===== src/hdl/iq_defs.svh =====
`ifndef IQ_DEFS_SVH
`define IQ_DEFS_SVH

// queue geometry
`define IQ_ENTRIES 8

// physical register file
`define PR_COUNT 64
`define LOG_PR_COUNT $clog2(`PR_COUNT)
`define PRF_BANK_COUNT 4
`define LOG_PRF_BANK_COUNT $clog2(`PRF_BANK_COUNT)
`define PR_UPPER_WIDTH (`LOG_PR_COUNT - `LOG_PRF_BANK_COUNT)

// operation fields
`define CQ_INDEX_WIDTH 3
`define OP_WIDTH 4
`define IMM_WIDTH 12

`endif


===== src/hdl/prf_pkg.sv =====
`include "iq_defs.svh"

package prf_pkg;

    // physical register number, whole or split into upper and bank
    typedef struct packed {
        logic [`PR_UPPER_WIDTH-1:0] upper;
        logic [`LOG_PRF_BANK_COUNT-1:0] bank;
    } pr_fields_t;

    typedef union packed {
        logic [`LOG_PR_COUNT-1:0] idx;
        pr_fields_t f;
    } pr_u;

endpackage


===== src/hdl/stamofu_iq.sv =====
`include "iq_defs.svh"

module stamofu_iq (
    input  logic CLK,
    input  logic nRST,

    // enqueue
    input  logic enq_valid,
    input  logic enq_is_store,
    input  logic enq_is_amo,
    input  logic enq_is_fence,
    input  logic [`OP_WIDTH-1:0] enq_op,
    input  logic [`IMM_WIDTH-1:0] enq_imm12,
    input  prf_pkg::pr_u enq_a_pr,
    input  logic enq_a_ready,
    input  logic enq_a_is_zero,
    input  prf_pkg::pr_u enq_b_pr,
    input  logic enq_b_ready,
    input  logic enq_b_is_zero,
    input  logic [`CQ_INDEX_WIDTH-1:0] enq_cq_index,
    output logic enq_ready,

    // writeback bus
    input  logic [`PRF_BANK_COUNT-1:0] wb_valid_by_bank,
    input  logic [`PRF_BANK_COUNT-1:0][`PR_UPPER_WIDTH-1:0] wb_upper_pr_by_bank,

    // pipeline issue
    input  logic issue_ready,
    output logic issue_valid,
    output logic issue_is_store,
    output logic issue_is_amo,
    output logic issue_is_fence,
    output logic [`OP_WIDTH-1:0] issue_op,
    output logic [`IMM_WIDTH-1:0] issue_imm12,
    output logic issue_a_is_reg,
    output logic issue_a_is_bus_forward,
    output logic [`LOG_PRF_BANK_COUNT-1:0] issue_a_bank,
    output logic issue_b_is_reg,
    output logic issue_b_is_bus_forward,
    output logic [`LOG_PRF_BANK_COUNT-1:0] issue_b_bank,
    output logic [`CQ_INDEX_WIDTH-1:0] issue_cq_index,

    // register file read requests
    output logic prf_req_a_valid,
    output logic [`LOG_PR_COUNT-1:0] prf_req_a_pr,
    output logic prf_req_b_valid,
    output logic [`LOG_PR_COUNT-1:0] prf_req_b_pr
);

    // one extra index above the top slot, tied empty
    logic [`IQ_ENTRIES:0] valid_by_entry;
    logic [`IQ_ENTRIES:0] is_store_by_entry;
    logic [`IQ_ENTRIES:0] is_amo_by_entry;
    logic [`IQ_ENTRIES:0] is_fence_by_entry;
    logic [`IQ_ENTRIES:0][`OP_WIDTH-1:0] op_by_entry;
    logic [`IQ_ENTRIES:0][`IMM_WIDTH-1:0] imm12_by_entry;
    prf_pkg::pr_u [`IQ_ENTRIES:0] a_pr_by_entry;
    logic [`IQ_ENTRIES:0] a_ready_by_entry;
    logic [`IQ_ENTRIES:0] a_is_zero_by_entry;
    prf_pkg::pr_u [`IQ_ENTRIES:0] b_pr_by_entry;
    logic [`IQ_ENTRIES:0] b_ready_by_entry;
    logic [`IQ_ENTRIES:0] b_is_zero_by_entry;
    logic [`IQ_ENTRIES:0][`CQ_INDEX_WIDTH-1:0] cq_index_by_entry;
    logic [`IQ_ENTRIES:0] dispatch_write;

    logic [`IQ_ENTRIES-1:0] a_bus_fwd_by_entry;
    logic [`IQ_ENTRIES-1:0] b_bus_fwd_by_entry;
    logic [`IQ_ENTRIES-1:0] collapse_mask;

    assign valid_by_entry[`IQ_ENTRIES] = 1'b0;
    assign is_store_by_entry[`IQ_ENTRIES] = 1'b0;
    assign is_amo_by_entry[`IQ_ENTRIES] = 1'b0;
    assign is_fence_by_entry[`IQ_ENTRIES] = 1'b0;
    assign op_by_entry[`IQ_ENTRIES] = '0;
    assign imm12_by_entry[`IQ_ENTRIES] = '0;
    assign a_pr_by_entry[`IQ_ENTRIES] = '0;
    assign a_ready_by_entry[`IQ_ENTRIES] = 1'b0;
    assign a_is_zero_by_entry[`IQ_ENTRIES] = 1'b0;
    assign b_pr_by_entry[`IQ_ENTRIES] = '0;
    assign b_ready_by_entry[`IQ_ENTRIES] = 1'b0;
    assign b_is_zero_by_entry[`IQ_ENTRIES] = 1'b0;
    assign cq_index_by_entry[`IQ_ENTRIES] = '0;
    assign dispatch_write[`IQ_ENTRIES] = 1'b0;

    stamofu_iq_dispatch dispatch_inst (
        .enq_valid(enq_valid),
        .valid_by_entry(valid_by_entry[`IQ_ENTRIES-1:0]),
        .enq_ready(enq_ready),
        .dispatch_write_by_entry(dispatch_write[`IQ_ENTRIES-1:0])
    );

    // ------------------------------------------------------------------------
    // slots, each chained to the one above

    for (genvar i = 0; i < `IQ_ENTRIES; i++) begin : g_entry
        stamofu_iq_entry entry_inst (
            .CLK(CLK),
            .nRST(nRST),
            .take_above(collapse_mask[i]),
            .dispatch_here(dispatch_write[i]),
            .dispatch_above(dispatch_write[i+1]),
            .above_valid(valid_by_entry[i+1]),
            .above_is_store(is_store_by_entry[i+1]),
            .above_is_amo(is_amo_by_entry[i+1]),
            .above_is_fence(is_fence_by_entry[i+1]),
            .above_op(op_by_entry[i+1]),
            .above_imm12(imm12_by_entry[i+1]),
            .above_a_pr(a_pr_by_entry[i+1]),
            .above_a_ready(a_ready_by_entry[i+1]),
            .above_a_is_zero(a_is_zero_by_entry[i+1]),
            .above_b_pr(b_pr_by_entry[i+1]),
            .above_b_ready(b_ready_by_entry[i+1]),
            .above_b_is_zero(b_is_zero_by_entry[i+1]),
            .above_cq_index(cq_index_by_entry[i+1]),
            .enq_is_store(enq_is_store),
            .enq_is_amo(enq_is_amo),
            .enq_is_fence(enq_is_fence),
            .enq_op(enq_op),
            .enq_imm12(enq_imm12),
            .enq_a_pr(enq_a_pr),
            .enq_a_ready(enq_a_ready),
            .enq_a_is_zero(enq_a_is_zero),
            .enq_b_pr(enq_b_pr),
            .enq_b_ready(enq_b_ready),
            .enq_b_is_zero(enq_b_is_zero),
            .enq_cq_index(enq_cq_index),
            .wb_valid_by_bank(wb_valid_by_bank),
            .wb_upper_pr_by_bank(wb_upper_pr_by_bank),
            .valid(valid_by_entry[i]),
            .is_store(is_store_by_entry[i]),
            .is_amo(is_amo_by_entry[i]),
            .is_fence(is_fence_by_entry[i]),
            .op(op_by_entry[i]),
            .imm12(imm12_by_entry[i]),
            .a_pr(a_pr_by_entry[i]),
            .a_ready(a_ready_by_entry[i]),
            .a_is_zero(a_is_zero_by_entry[i]),
            .a_bus_fwd(a_bus_fwd_by_entry[i]),
            .b_pr(b_pr_by_entry[i]),
            .b_ready(b_ready_by_entry[i]),
            .b_is_zero(b_is_zero_by_entry[i]),
            .b_bus_fwd(b_bus_fwd_by_entry[i]),
            .cq_index(cq_index_by_entry[i])
        );
    end

    stamofu_iq_issue issue_inst (
        .issue_ready(issue_ready),
        .valid_by_entry(valid_by_entry[`IQ_ENTRIES-1:0]),
        .is_store_by_entry(is_store_by_entry[`IQ_ENTRIES-1:0]),
        .is_amo_by_entry(is_amo_by_entry[`IQ_ENTRIES-1:0]),
        .is_fence_by_entry(is_fence_by_entry[`IQ_ENTRIES-1:0]),
        .op_by_entry(op_by_entry[`IQ_ENTRIES-1:0]),
        .imm12_by_entry(imm12_by_entry[`IQ_ENTRIES-1:0]),
        .a_pr_by_entry(a_pr_by_entry[`IQ_ENTRIES-1:0]),
        .a_ready_by_entry(a_ready_by_entry[`IQ_ENTRIES-1:0]),
        .a_is_zero_by_entry(a_is_zero_by_entry[`IQ_ENTRIES-1:0]),
        .a_bus_fwd_by_entry(a_bus_fwd_by_entry),
        .b_pr_by_entry(b_pr_by_entry[`IQ_ENTRIES-1:0]),
        .b_ready_by_entry(b_ready_by_entry[`IQ_ENTRIES-1:0]),
        .b_is_zero_by_entry(b_is_zero_by_entry[`IQ_ENTRIES-1:0]),
        .b_bus_fwd_by_entry(b_bus_fwd_by_entry),
        .cq_index_by_entry(cq_index_by_entry[`IQ_ENTRIES-1:0]),
        .issue_valid(issue_valid),
        .issue_is_store(issue_is_store),
        .issue_is_amo(issue_is_amo),
        .issue_is_fence(issue_is_fence),
        .issue_op(issue_op),
        .issue_imm12(issue_imm12),
        .issue_a_is_reg(issue_a_is_reg),
        .issue_a_is_bus_forward(issue_a_is_bus_forward),
        .issue_a_bank(issue_a_bank),
        .issue_b_is_reg(issue_b_is_reg),
        .issue_b_is_bus_forward(issue_b_is_bus_forward),
        .issue_b_bank(issue_b_bank),
        .issue_cq_index(issue_cq_index),
        .prf_req_a_valid(prf_req_a_valid),
        .prf_req_a_pr(prf_req_a_pr),
        .prf_req_b_valid(prf_req_b_valid),
        .prf_req_b_pr(prf_req_b_pr),
        .collapse_mask(collapse_mask)
    );

endmodule


===== src/hdl/stamofu_iq_dispatch.sv =====
`include "iq_defs.svh"

module stamofu_iq_dispatch (
    input  logic enq_valid,
    input  logic [`IQ_ENTRIES-1:0] valid_by_entry,
    output logic enq_ready,
    output logic [`IQ_ENTRIES-1:0] dispatch_write_by_entry
);

    logic [`IQ_ENTRIES-1:0] open_mask;
    logic [`IQ_ENTRIES-1:0] open_one_hot;

    assign open_mask = ~valid_by_entry;

    // lowest free slot
    assign open_one_hot = open_mask & (~open_mask + 1'b1);

    assign dispatch_write_by_entry = open_one_hot & {`IQ_ENTRIES{enq_valid}};
    assign enq_ready = |open_mask;

endmodule


===== src/hdl/stamofu_iq_entry.sv =====
`include "iq_defs.svh"

module stamofu_iq_entry (
    input  logic CLK,
    input  logic nRST,

    // collapse and dispatch control
    input  logic take_above,
    input  logic dispatch_here,
    input  logic dispatch_above,

    // slot above
    input  logic above_valid,
    input  logic above_is_store,
    input  logic above_is_amo,
    input  logic above_is_fence,
    input  logic [`OP_WIDTH-1:0] above_op,
    input  logic [`IMM_WIDTH-1:0] above_imm12,
    input  prf_pkg::pr_u above_a_pr,
    input  logic above_a_ready,
    input  logic above_a_is_zero,
    input  prf_pkg::pr_u above_b_pr,
    input  logic above_b_ready,
    input  logic above_b_is_zero,
    input  logic [`CQ_INDEX_WIDTH-1:0] above_cq_index,

    // enqueue operation
    input  logic enq_is_store,
    input  logic enq_is_amo,
    input  logic enq_is_fence,
    input  logic [`OP_WIDTH-1:0] enq_op,
    input  logic [`IMM_WIDTH-1:0] enq_imm12,
    input  prf_pkg::pr_u enq_a_pr,
    input  logic enq_a_ready,
    input  logic enq_a_is_zero,
    input  prf_pkg::pr_u enq_b_pr,
    input  logic enq_b_ready,
    input  logic enq_b_is_zero,
    input  logic [`CQ_INDEX_WIDTH-1:0] enq_cq_index,

    // writeback bus
    input  logic [`PRF_BANK_COUNT-1:0] wb_valid_by_bank,
    input  logic [`PRF_BANK_COUNT-1:0][`PR_UPPER_WIDTH-1:0] wb_upper_pr_by_bank,

    // slot state
    output logic valid,
    output logic is_store,
    output logic is_amo,
    output logic is_fence,
    output logic [`OP_WIDTH-1:0] op,
    output logic [`IMM_WIDTH-1:0] imm12,
    output prf_pkg::pr_u a_pr,
    output logic a_ready,
    output logic a_is_zero,
    output logic a_bus_fwd,
    output prf_pkg::pr_u b_pr,
    output logic b_ready,
    output logic b_is_zero,
    output logic b_bus_fwd,
    output logic [`CQ_INDEX_WIDTH-1:0] cq_index
);

    logic a_ready_q;
    logic b_ready_q;

    // ------------------------------------------------------------------------
    // writeback wakeup

    // a zero operand never reads the bus
    assign a_bus_fwd = wb_valid_by_bank[a_pr.f.bank] & ~a_is_zero
        & (wb_upper_pr_by_bank[a_pr.f.bank] == a_pr.f.upper);
    assign b_bus_fwd = wb_valid_by_bank[b_pr.f.bank] & ~b_is_zero
        & (wb_upper_pr_by_bank[b_pr.f.bank] == b_pr.f.upper);

    assign a_ready = a_ready_q | a_bus_fwd | a_is_zero;
    assign b_ready = b_ready_q | b_bus_fwd | b_is_zero;

    // ------------------------------------------------------------------------
    // next state

    always_ff @(posedge CLK or negedge nRST) begin
        if (!nRST) begin
            valid <= 1'b0;
        end else if (take_above) begin
            valid <= above_valid | dispatch_above;
        end else begin
            valid <= valid | dispatch_here;
        end
    end

    always_ff @(posedge CLK) begin
        if (take_above && above_valid) begin
            is_store <= above_is_store;
            is_amo <= above_is_amo;
            is_fence <= above_is_fence;
            op <= above_op;
            imm12 <= above_imm12;
            a_pr <= above_a_pr;
            a_ready_q <= above_a_ready;
            a_is_zero <= above_a_is_zero;
            b_pr <= above_b_pr;
            b_ready_q <= above_b_ready;
            b_is_zero <= above_b_is_zero;
            cq_index <= above_cq_index;
        end else if (!take_above && valid) begin
            // hold, with this cycle's wakeup kept
            a_ready_q <= a_ready;
            b_ready_q <= b_ready;
        end else begin
            is_store <= enq_is_store;
            is_amo <= enq_is_amo;
            is_fence <= enq_is_fence;
            op <= enq_op;
            imm12 <= enq_imm12;
            a_pr <= enq_a_pr;
            a_ready_q <= enq_a_ready;
            a_is_zero <= enq_a_is_zero;
            b_pr <= enq_b_pr;
            b_ready_q <= enq_b_ready;
            b_is_zero <= enq_b_is_zero;
            cq_index <= enq_cq_index;
        end
    end

endmodule


===== src/hdl/stamofu_iq_issue.sv =====
`include "iq_defs.svh"

module stamofu_iq_issue (
    input  logic issue_ready,

    // slot state
    input  logic [`IQ_ENTRIES-1:0] valid_by_entry,
    input  logic [`IQ_ENTRIES-1:0] is_store_by_entry,
    input  logic [`IQ_ENTRIES-1:0] is_amo_by_entry,
    input  logic [`IQ_ENTRIES-1:0] is_fence_by_entry,
    input  logic [`IQ_ENTRIES-1:0][`OP_WIDTH-1:0] op_by_entry,
    input  logic [`IQ_ENTRIES-1:0][`IMM_WIDTH-1:0] imm12_by_entry,
    input  prf_pkg::pr_u [`IQ_ENTRIES-1:0] a_pr_by_entry,
    input  logic [`IQ_ENTRIES-1:0] a_ready_by_entry,
    input  logic [`IQ_ENTRIES-1:0] a_is_zero_by_entry,
    input  logic [`IQ_ENTRIES-1:0] a_bus_fwd_by_entry,
    input  prf_pkg::pr_u [`IQ_ENTRIES-1:0] b_pr_by_entry,
    input  logic [`IQ_ENTRIES-1:0] b_ready_by_entry,
    input  logic [`IQ_ENTRIES-1:0] b_is_zero_by_entry,
    input  logic [`IQ_ENTRIES-1:0] b_bus_fwd_by_entry,
    input  logic [`IQ_ENTRIES-1:0][`CQ_INDEX_WIDTH-1:0] cq_index_by_entry,

    // pipeline issue
    output logic issue_valid,
    output logic issue_is_store,
    output logic issue_is_amo,
    output logic issue_is_fence,
    output logic [`OP_WIDTH-1:0] issue_op,
    output logic [`IMM_WIDTH-1:0] issue_imm12,
    output logic issue_a_is_reg,
    output logic issue_a_is_bus_forward,
    output logic [`LOG_PRF_BANK_COUNT-1:0] issue_a_bank,
    output logic issue_b_is_reg,
    output logic issue_b_is_bus_forward,
    output logic [`LOG_PRF_BANK_COUNT-1:0] issue_b_bank,
    output logic [`CQ_INDEX_WIDTH-1:0] issue_cq_index,

    // register file read requests
    output logic prf_req_a_valid,
    output logic [`LOG_PR_COUNT-1:0] prf_req_a_pr,
    output logic prf_req_b_valid,
    output logic [`LOG_PR_COUNT-1:0] prf_req_b_pr,

    output logic [`IQ_ENTRIES-1:0] collapse_mask
);

    logic [`IQ_ENTRIES-1:0] issue_req;
    logic [`IQ_ENTRIES-1:0] issue_one_hot;

    assign issue_req = {`IQ_ENTRIES{issue_ready}} & valid_by_entry
        & a_ready_by_entry & b_ready_by_entry;

    // oldest ready slot is the lowest index
    assign issue_one_hot = issue_req & (~issue_req + 1'b1);
    assign issue_valid = |issue_req;

    // ------------------------------------------------------------------------
    // one-hot issue mux and collapse mask

    always_comb begin
        logic seen;

        seen = 1'b0;
        issue_is_store = 1'b0;
        issue_is_amo = 1'b0;
        issue_is_fence = 1'b0;
        issue_op = '0;
        issue_imm12 = '0;
        issue_a_is_reg = 1'b0;
        issue_a_is_bus_forward = 1'b0;
        issue_a_bank = '0;
        issue_b_is_reg = 1'b0;
        issue_b_is_bus_forward = 1'b0;
        issue_b_bank = '0;
        issue_cq_index = '0;
        prf_req_a_valid = 1'b0;
        prf_req_a_pr = '0;
        prf_req_b_valid = 1'b0;
        prf_req_b_pr = '0;

        for (int i = 0; i < `IQ_ENTRIES; i++) begin
            if (issue_one_hot[i]) begin
                issue_is_store |= is_store_by_entry[i];
                issue_is_amo |= is_amo_by_entry[i];
                issue_is_fence |= is_fence_by_entry[i];
                issue_op |= op_by_entry[i];
                issue_imm12 |= imm12_by_entry[i];
                issue_a_is_reg |= ~(a_is_zero_by_entry[i] | a_bus_fwd_by_entry[i]);
                issue_a_is_bus_forward |= a_bus_fwd_by_entry[i];
                issue_a_bank |= a_pr_by_entry[i].f.bank;
                issue_b_is_reg |= ~(b_is_zero_by_entry[i] | b_bus_fwd_by_entry[i]);
                issue_b_is_bus_forward |= b_bus_fwd_by_entry[i];
                issue_b_bank |= b_pr_by_entry[i].f.bank;
                issue_cq_index |= cq_index_by_entry[i];
                prf_req_a_valid |= ~(a_is_zero_by_entry[i] | a_bus_fwd_by_entry[i]);
                prf_req_a_pr |= a_pr_by_entry[i].idx;
                prf_req_b_valid |= ~(b_is_zero_by_entry[i] | b_bus_fwd_by_entry[i]);
                prf_req_b_pr |= b_pr_by_entry[i].idx;
            end

            // issued slot and everything above shift down
            seen = seen | issue_one_hot[i];
            collapse_mask[i] = seen;
        end
    end

endmodule


===== config.mk =====
export PLATFORM = sky130hd
export DESIGN_NAME = stamofu_iq
export DESIGN_NICKNAME = d
export VERILOG_FILES = /design/src/hdl/prf_pkg.sv /design/src/hdl/stamofu_iq.sv /design/src/hdl/stamofu_iq_dispatch.sv /design/src/hdl/stamofu_iq_entry.sv /design/src/hdl/stamofu_iq_issue.sv
export VERILOG_INCLUDE_DIRS = /design/src /design/src/hdl
export SDC_FILE = /design/constraint.sdc
export NUM_CORES = 1
export LEC_CHECK = 0
export ABC_AREA = 1
export BUFFER_PORTS_ARGS = -buffer_cell sky130_fd_sc_hd__buf_2
export CAP_MARGIN = 10
export CORE_MARGIN = 5
export CORE_UTILIZATION = 62
export CTS_CLUSTER_SIZE = 14
export DETAILED_ROUTE_END_ITERATION = 8
export GPL_TIMING_DRIVEN = 0
export HOLD_SLACK_MARGIN = 0.08
export PLACE_DENSITY_LB_ADDON = 0.25
export SYNTH_ARGS = -nofsm -noshare
export SYNTH_HDL_FRONTEND = slang
export SYNTH_SLANG_ARGS = --single-unit

===== constraint.sdc =====
create_clock -name CLK -period 9.4 [get_ports CLK]
set_input_delay 0.47 -clock CLK [delete_from_list [all_inputs] [get_ports CLK]]
set_output_delay 0.47 -clock CLK [all_outputs]
set_load 0.005 [all_outputs]

==> summary.md <==
| Metric | Value |
|---|---|
| Outcome | completed |
| Synth top area share | 42.2% |
| Seq cells post-synth | 312 |
| Worst-path clk slew | 0.06 ns |
| Layout cells sized above 1 | 14.6% |
| Core Area | 32500 µm² |
| Die Ht | 192 µm |
| Hold Vio Cnt, Final | 0 |
| Cell count after placement | 3279 |
| CP required | 8.93 ns |
| Cell family with most CP delay | simple AND/OR/NAND/NOR gates |
| Vias per cell | 6.12 |
| Port bufs | 92 |
| Async set or reset register ratio after synthesis | 2.56% |
| Crit-path cells | inv_1, nand3_1, nand2_1, nand2_1, nand2_1, nor2_1, nand3_1, nand3_1, inv_1, nor2_4, nand2_1, clkbuf_1, o21ai_0, nor2_1, nand3_1, nor2_1, nand2_1, buf_4, buf_2 |
| P&R area growth vs syn | 11.6% |
| Clock Skew | 0.0232 ns |
| Worst skew pair latency | 0.54 ns |
| Layout net count | 2940 |
| Slew @ Worst Pin | 1.16 ns |
| Pin count of the biggest net entering global routing | 41 |
| DRT Pass-1 Iters | 8 |
| CTS tree | built |
| DRT iter0 DRCs | 3044 |
| RD Place Congestion | 0.978 |
| Switch share | 47.2% |
| Most frequent cells in the layout | nand2_1 (966), nand3_1 (367), edfxtp_1 (288), inv_1 (224), nor2_1 (217) |
| Antenna-violating nets left | 0 |
| Congestion Overflow GR | 0 |
| WL met2 | 31.5 mm |
| Flop pwr share | 31.6% |
| Lkg Pwr | 11.1 nW |
| Cell taking the most area after synthesis | edfxtp_1 |
| Crit-path slowest cell | edfxtp_1 |
| Crit path max fanout | 10 |
| Mapped Nets | 2803 |
| CTS Sinks | 312 |
| Synth Flop Type | edfxtp_1 |
| Cts hold-fix bufs | 1 |
| Post-synth EDFFs | 288 |
| Initial Util | 62.9% |
| Placement Cell Area | 21600 µm² |
| Clock share of power | 16.7% |
| WP buf/inv | 5 |
| Inserted Clock Buffers | 37 |
| Slew Viols, Final | 0 |
| DR vias | 20500 |
| Residual DRC count | 0 |
| Peak supply drop | 0.210 mV |
| Pwr dens | 383 nW/µm² |
| FILL cells | 2613 |
| Synth warnings | 0 |
| Worst setup SP type | flip-flop |
| Uppermost routed layer | met5 |
| RSZ-0062 raised after global routing | no |
| Vias in the first global route | 19300 |
| Max_slew headroom | 22.3% |
| First-pass GRT wire length | 110 mm |
| Hold Slack | 0.244 ns |
| Row cnt | 66 |
| WL final | 72.9 mm |
| DIE WIDTH | 192 µm |
| Die area | 36800 µm² |
| Worst setup path class | reg2out |
| Metal3 WL | 11.1 mm |
| Root buffer cell | clkbuf_16 |
| Fin util | 70.2% |
| Final Instance Count excl. Fillers | 3349 |
| Worst Path Arrival | 3.90 ns |
| CTS max path bufs | 3 |
| Setup Viol. Count Final | 0 |
| Final worst path period need | 4.37 ns |
| Worst path most repeated cell | nand2_1 |
| Synthesized area | 20500 µm² |
| Combinational power share | 51.6% |
| Most area-consuming cells after synthesis | edfxtp_1 (42%), nand2_1 (18%), nand3_1 (9.0%), inv_1 (4.1%), nor2_1 (4.0%) |
| Seq/Total Area, Yosys | 44.8% |
| Commonest non-fill, non-tap cell in the layout | nand2_1 |
| Synthesized area per cell | 7.47 µm² |
| NetSw | 0.00413 W |
| CP max stage delay | 0.48 ns |
| Critical path endpoint category | output port |
| Cells after Synth | 2741 |
| Setup bufs post-CTS | 0 |
| H-tree depth | 2 |
| IO Pins | 108 |
| Final period utilization | 46.5% |
| Design area | 22800 µm² |
| Detailed Place HPWL | 53.5 mm |
| Routed WL per cell | 21.8 µm |
| Setup tns final | 0 ns |
| F_max | 0.229 GHz |
| HP Class | in2reg |
| Overall routing resource usage | 39.3% |
| P_int | 0.00462 W |
| Post-CTS Resized | 0 |
| Ant. Diodes | 0 |
| Yosys cell types | 39 |
| Max_cap viols | 0 |
| Met1 wire length | 27.1 mm |
| Initial antenna violation count | 2 |
-- through the flow --
step | total power (W) | setup WS, ns
2_1_floorplan | 0.00559 | 6.19
3_3_place_gp | 0.00694 | 4.69
3_5_place_dp | 0.00712 | 5.39
4_1_cts | 0.00859 | 5.15
5_1_grt | 0.00924 | 4.78
6_report | 0.00875 | 5.03
-- metal layers --
layer	GRT usage, %	vias up
met2	60.6	1584
li1	-	9328
met1	54.3	9284
met3	9.61	282
met5	0	-
met4	14.7	4
-- cell type report --
class | instances | area (µm²) | share of cell area [%]
Buffer | 187 | 1190 | 5.21
Inverter | 246 | 931 | 4.08
Tap cell | 442 | 553 | 2.42
Sequential cell | 312 | 9170 | 40.1
Multi-Input combinational cell | 1996 | 9200 | 40.3
Timing Repair Buffer | 98 | 571 | 2.50
Clock inverter | 17 | 188 | 0.822
Clock buffer | 51 | 1040 | 4.55
-- power groups by stage --
| stage | sequential (W) | clock, W | combinational [W] |
|---|---|---|---|
| detailed placement | 0.00277 | 0 | 0.00435 |
| global placement | 0.00275 | 0 | 0.00419 |
| CTS | 0.00275 | 0.00146 | 0.00438 |
| global route | 0.00282 | 0.00152 | 0.00490 |
| finish | 0.00277 | 0.00146 | 0.00451 |
| floorplan | 0.00266 | 0 | 0.00294 |
-- path summary, 6_finish.rpt --
check / depth (start not counted) / to / startpoint / slack, ns
worst max-delay path: 19 / prf_req_b_pr[1] / g_entry[1].entry_inst.a_pr[1] / 5.03
worst min-delay path: 1 / g_entry[7].entry_inst.imm12[4] / enq_imm12[4] / 0.24
worst max register to register: 16 / g_entry[4].entry_inst.b_ready_q / g_entry[0].entry_inst.a_pr[1] / 5.51
worst min register to register: 2 / g_entry[3].entry_inst.cq_index[1] / g_entry[4].entry_inst.cq_index[1] / 0.54
max in group asynchronous: 2 / g_entry[0].entry_inst.valid / nRST / 8.82
min in group asynchronous: 2 / g_entry[5].entry_inst.valid / nRST / 0.37
-- kinds of logic after synthesis --
logic type	Yosys count	synth area share (%)
mux	22	1.21
compound gates	270	7.36
xor+xnor	13	0.556
buf+inv	433	10.4
simple gates	1691	35.7
flops	312	44.8
-- worst reg2reg max path, cell delays in order, from the launching register on --
cell and delay [ns]:
edfxtp_1 0.52, inv_2 0.17, nand3_1 0.11, nand2_1 0.08, nand2_1 0.04, nand2_1 0.06
nor2_1 0.04, nand3_1 0.20, nand3_1 0.20, nand3_2 0.14, buf_6 0.19, nand2_8 0.11
nor2_8 0.21, buf_6 0.18, nand3_2 0.88, o211ai_1 0.54, nand2_1 0.10
-- registers in the layout, summed over array words and instances, names as in the netlist, 24 cells and up --
| signal | count |
|---|---|
| g_entry.entry_inst.a_pr | 48 |
| g_entry.entry_inst.cq_index | 24 |
| g_entry.entry_inst.imm12 | 96 |
| g_entry.entry_inst.b_pr | 48 |
| g_entry.entry_inst.op | 32 |
-- synthesized netlist by cell type, types with 4 or more instances --
master and n:
buf_2 87, nand2_4 4, dfxtp_1 16, o21ai_1 30, nand2_1 968, nand3b_1 8
nand4_1 83, buf_6 33, o211ai_1 16, clkbuf_1 29, nand3_1 369, mux2_2 22
nand2_2 8, nor2_1 217, a21oi_1 43, buf_1 5, inv_1 225, o21ai_2 28
nand3_2 17, inv_2 17, edfxtp_1 288, nor2_2 5, xor2_1 13, dfrtp_1 8
buf_4 32, o21ai_0 148
Power figures use the tool's default switching activity.
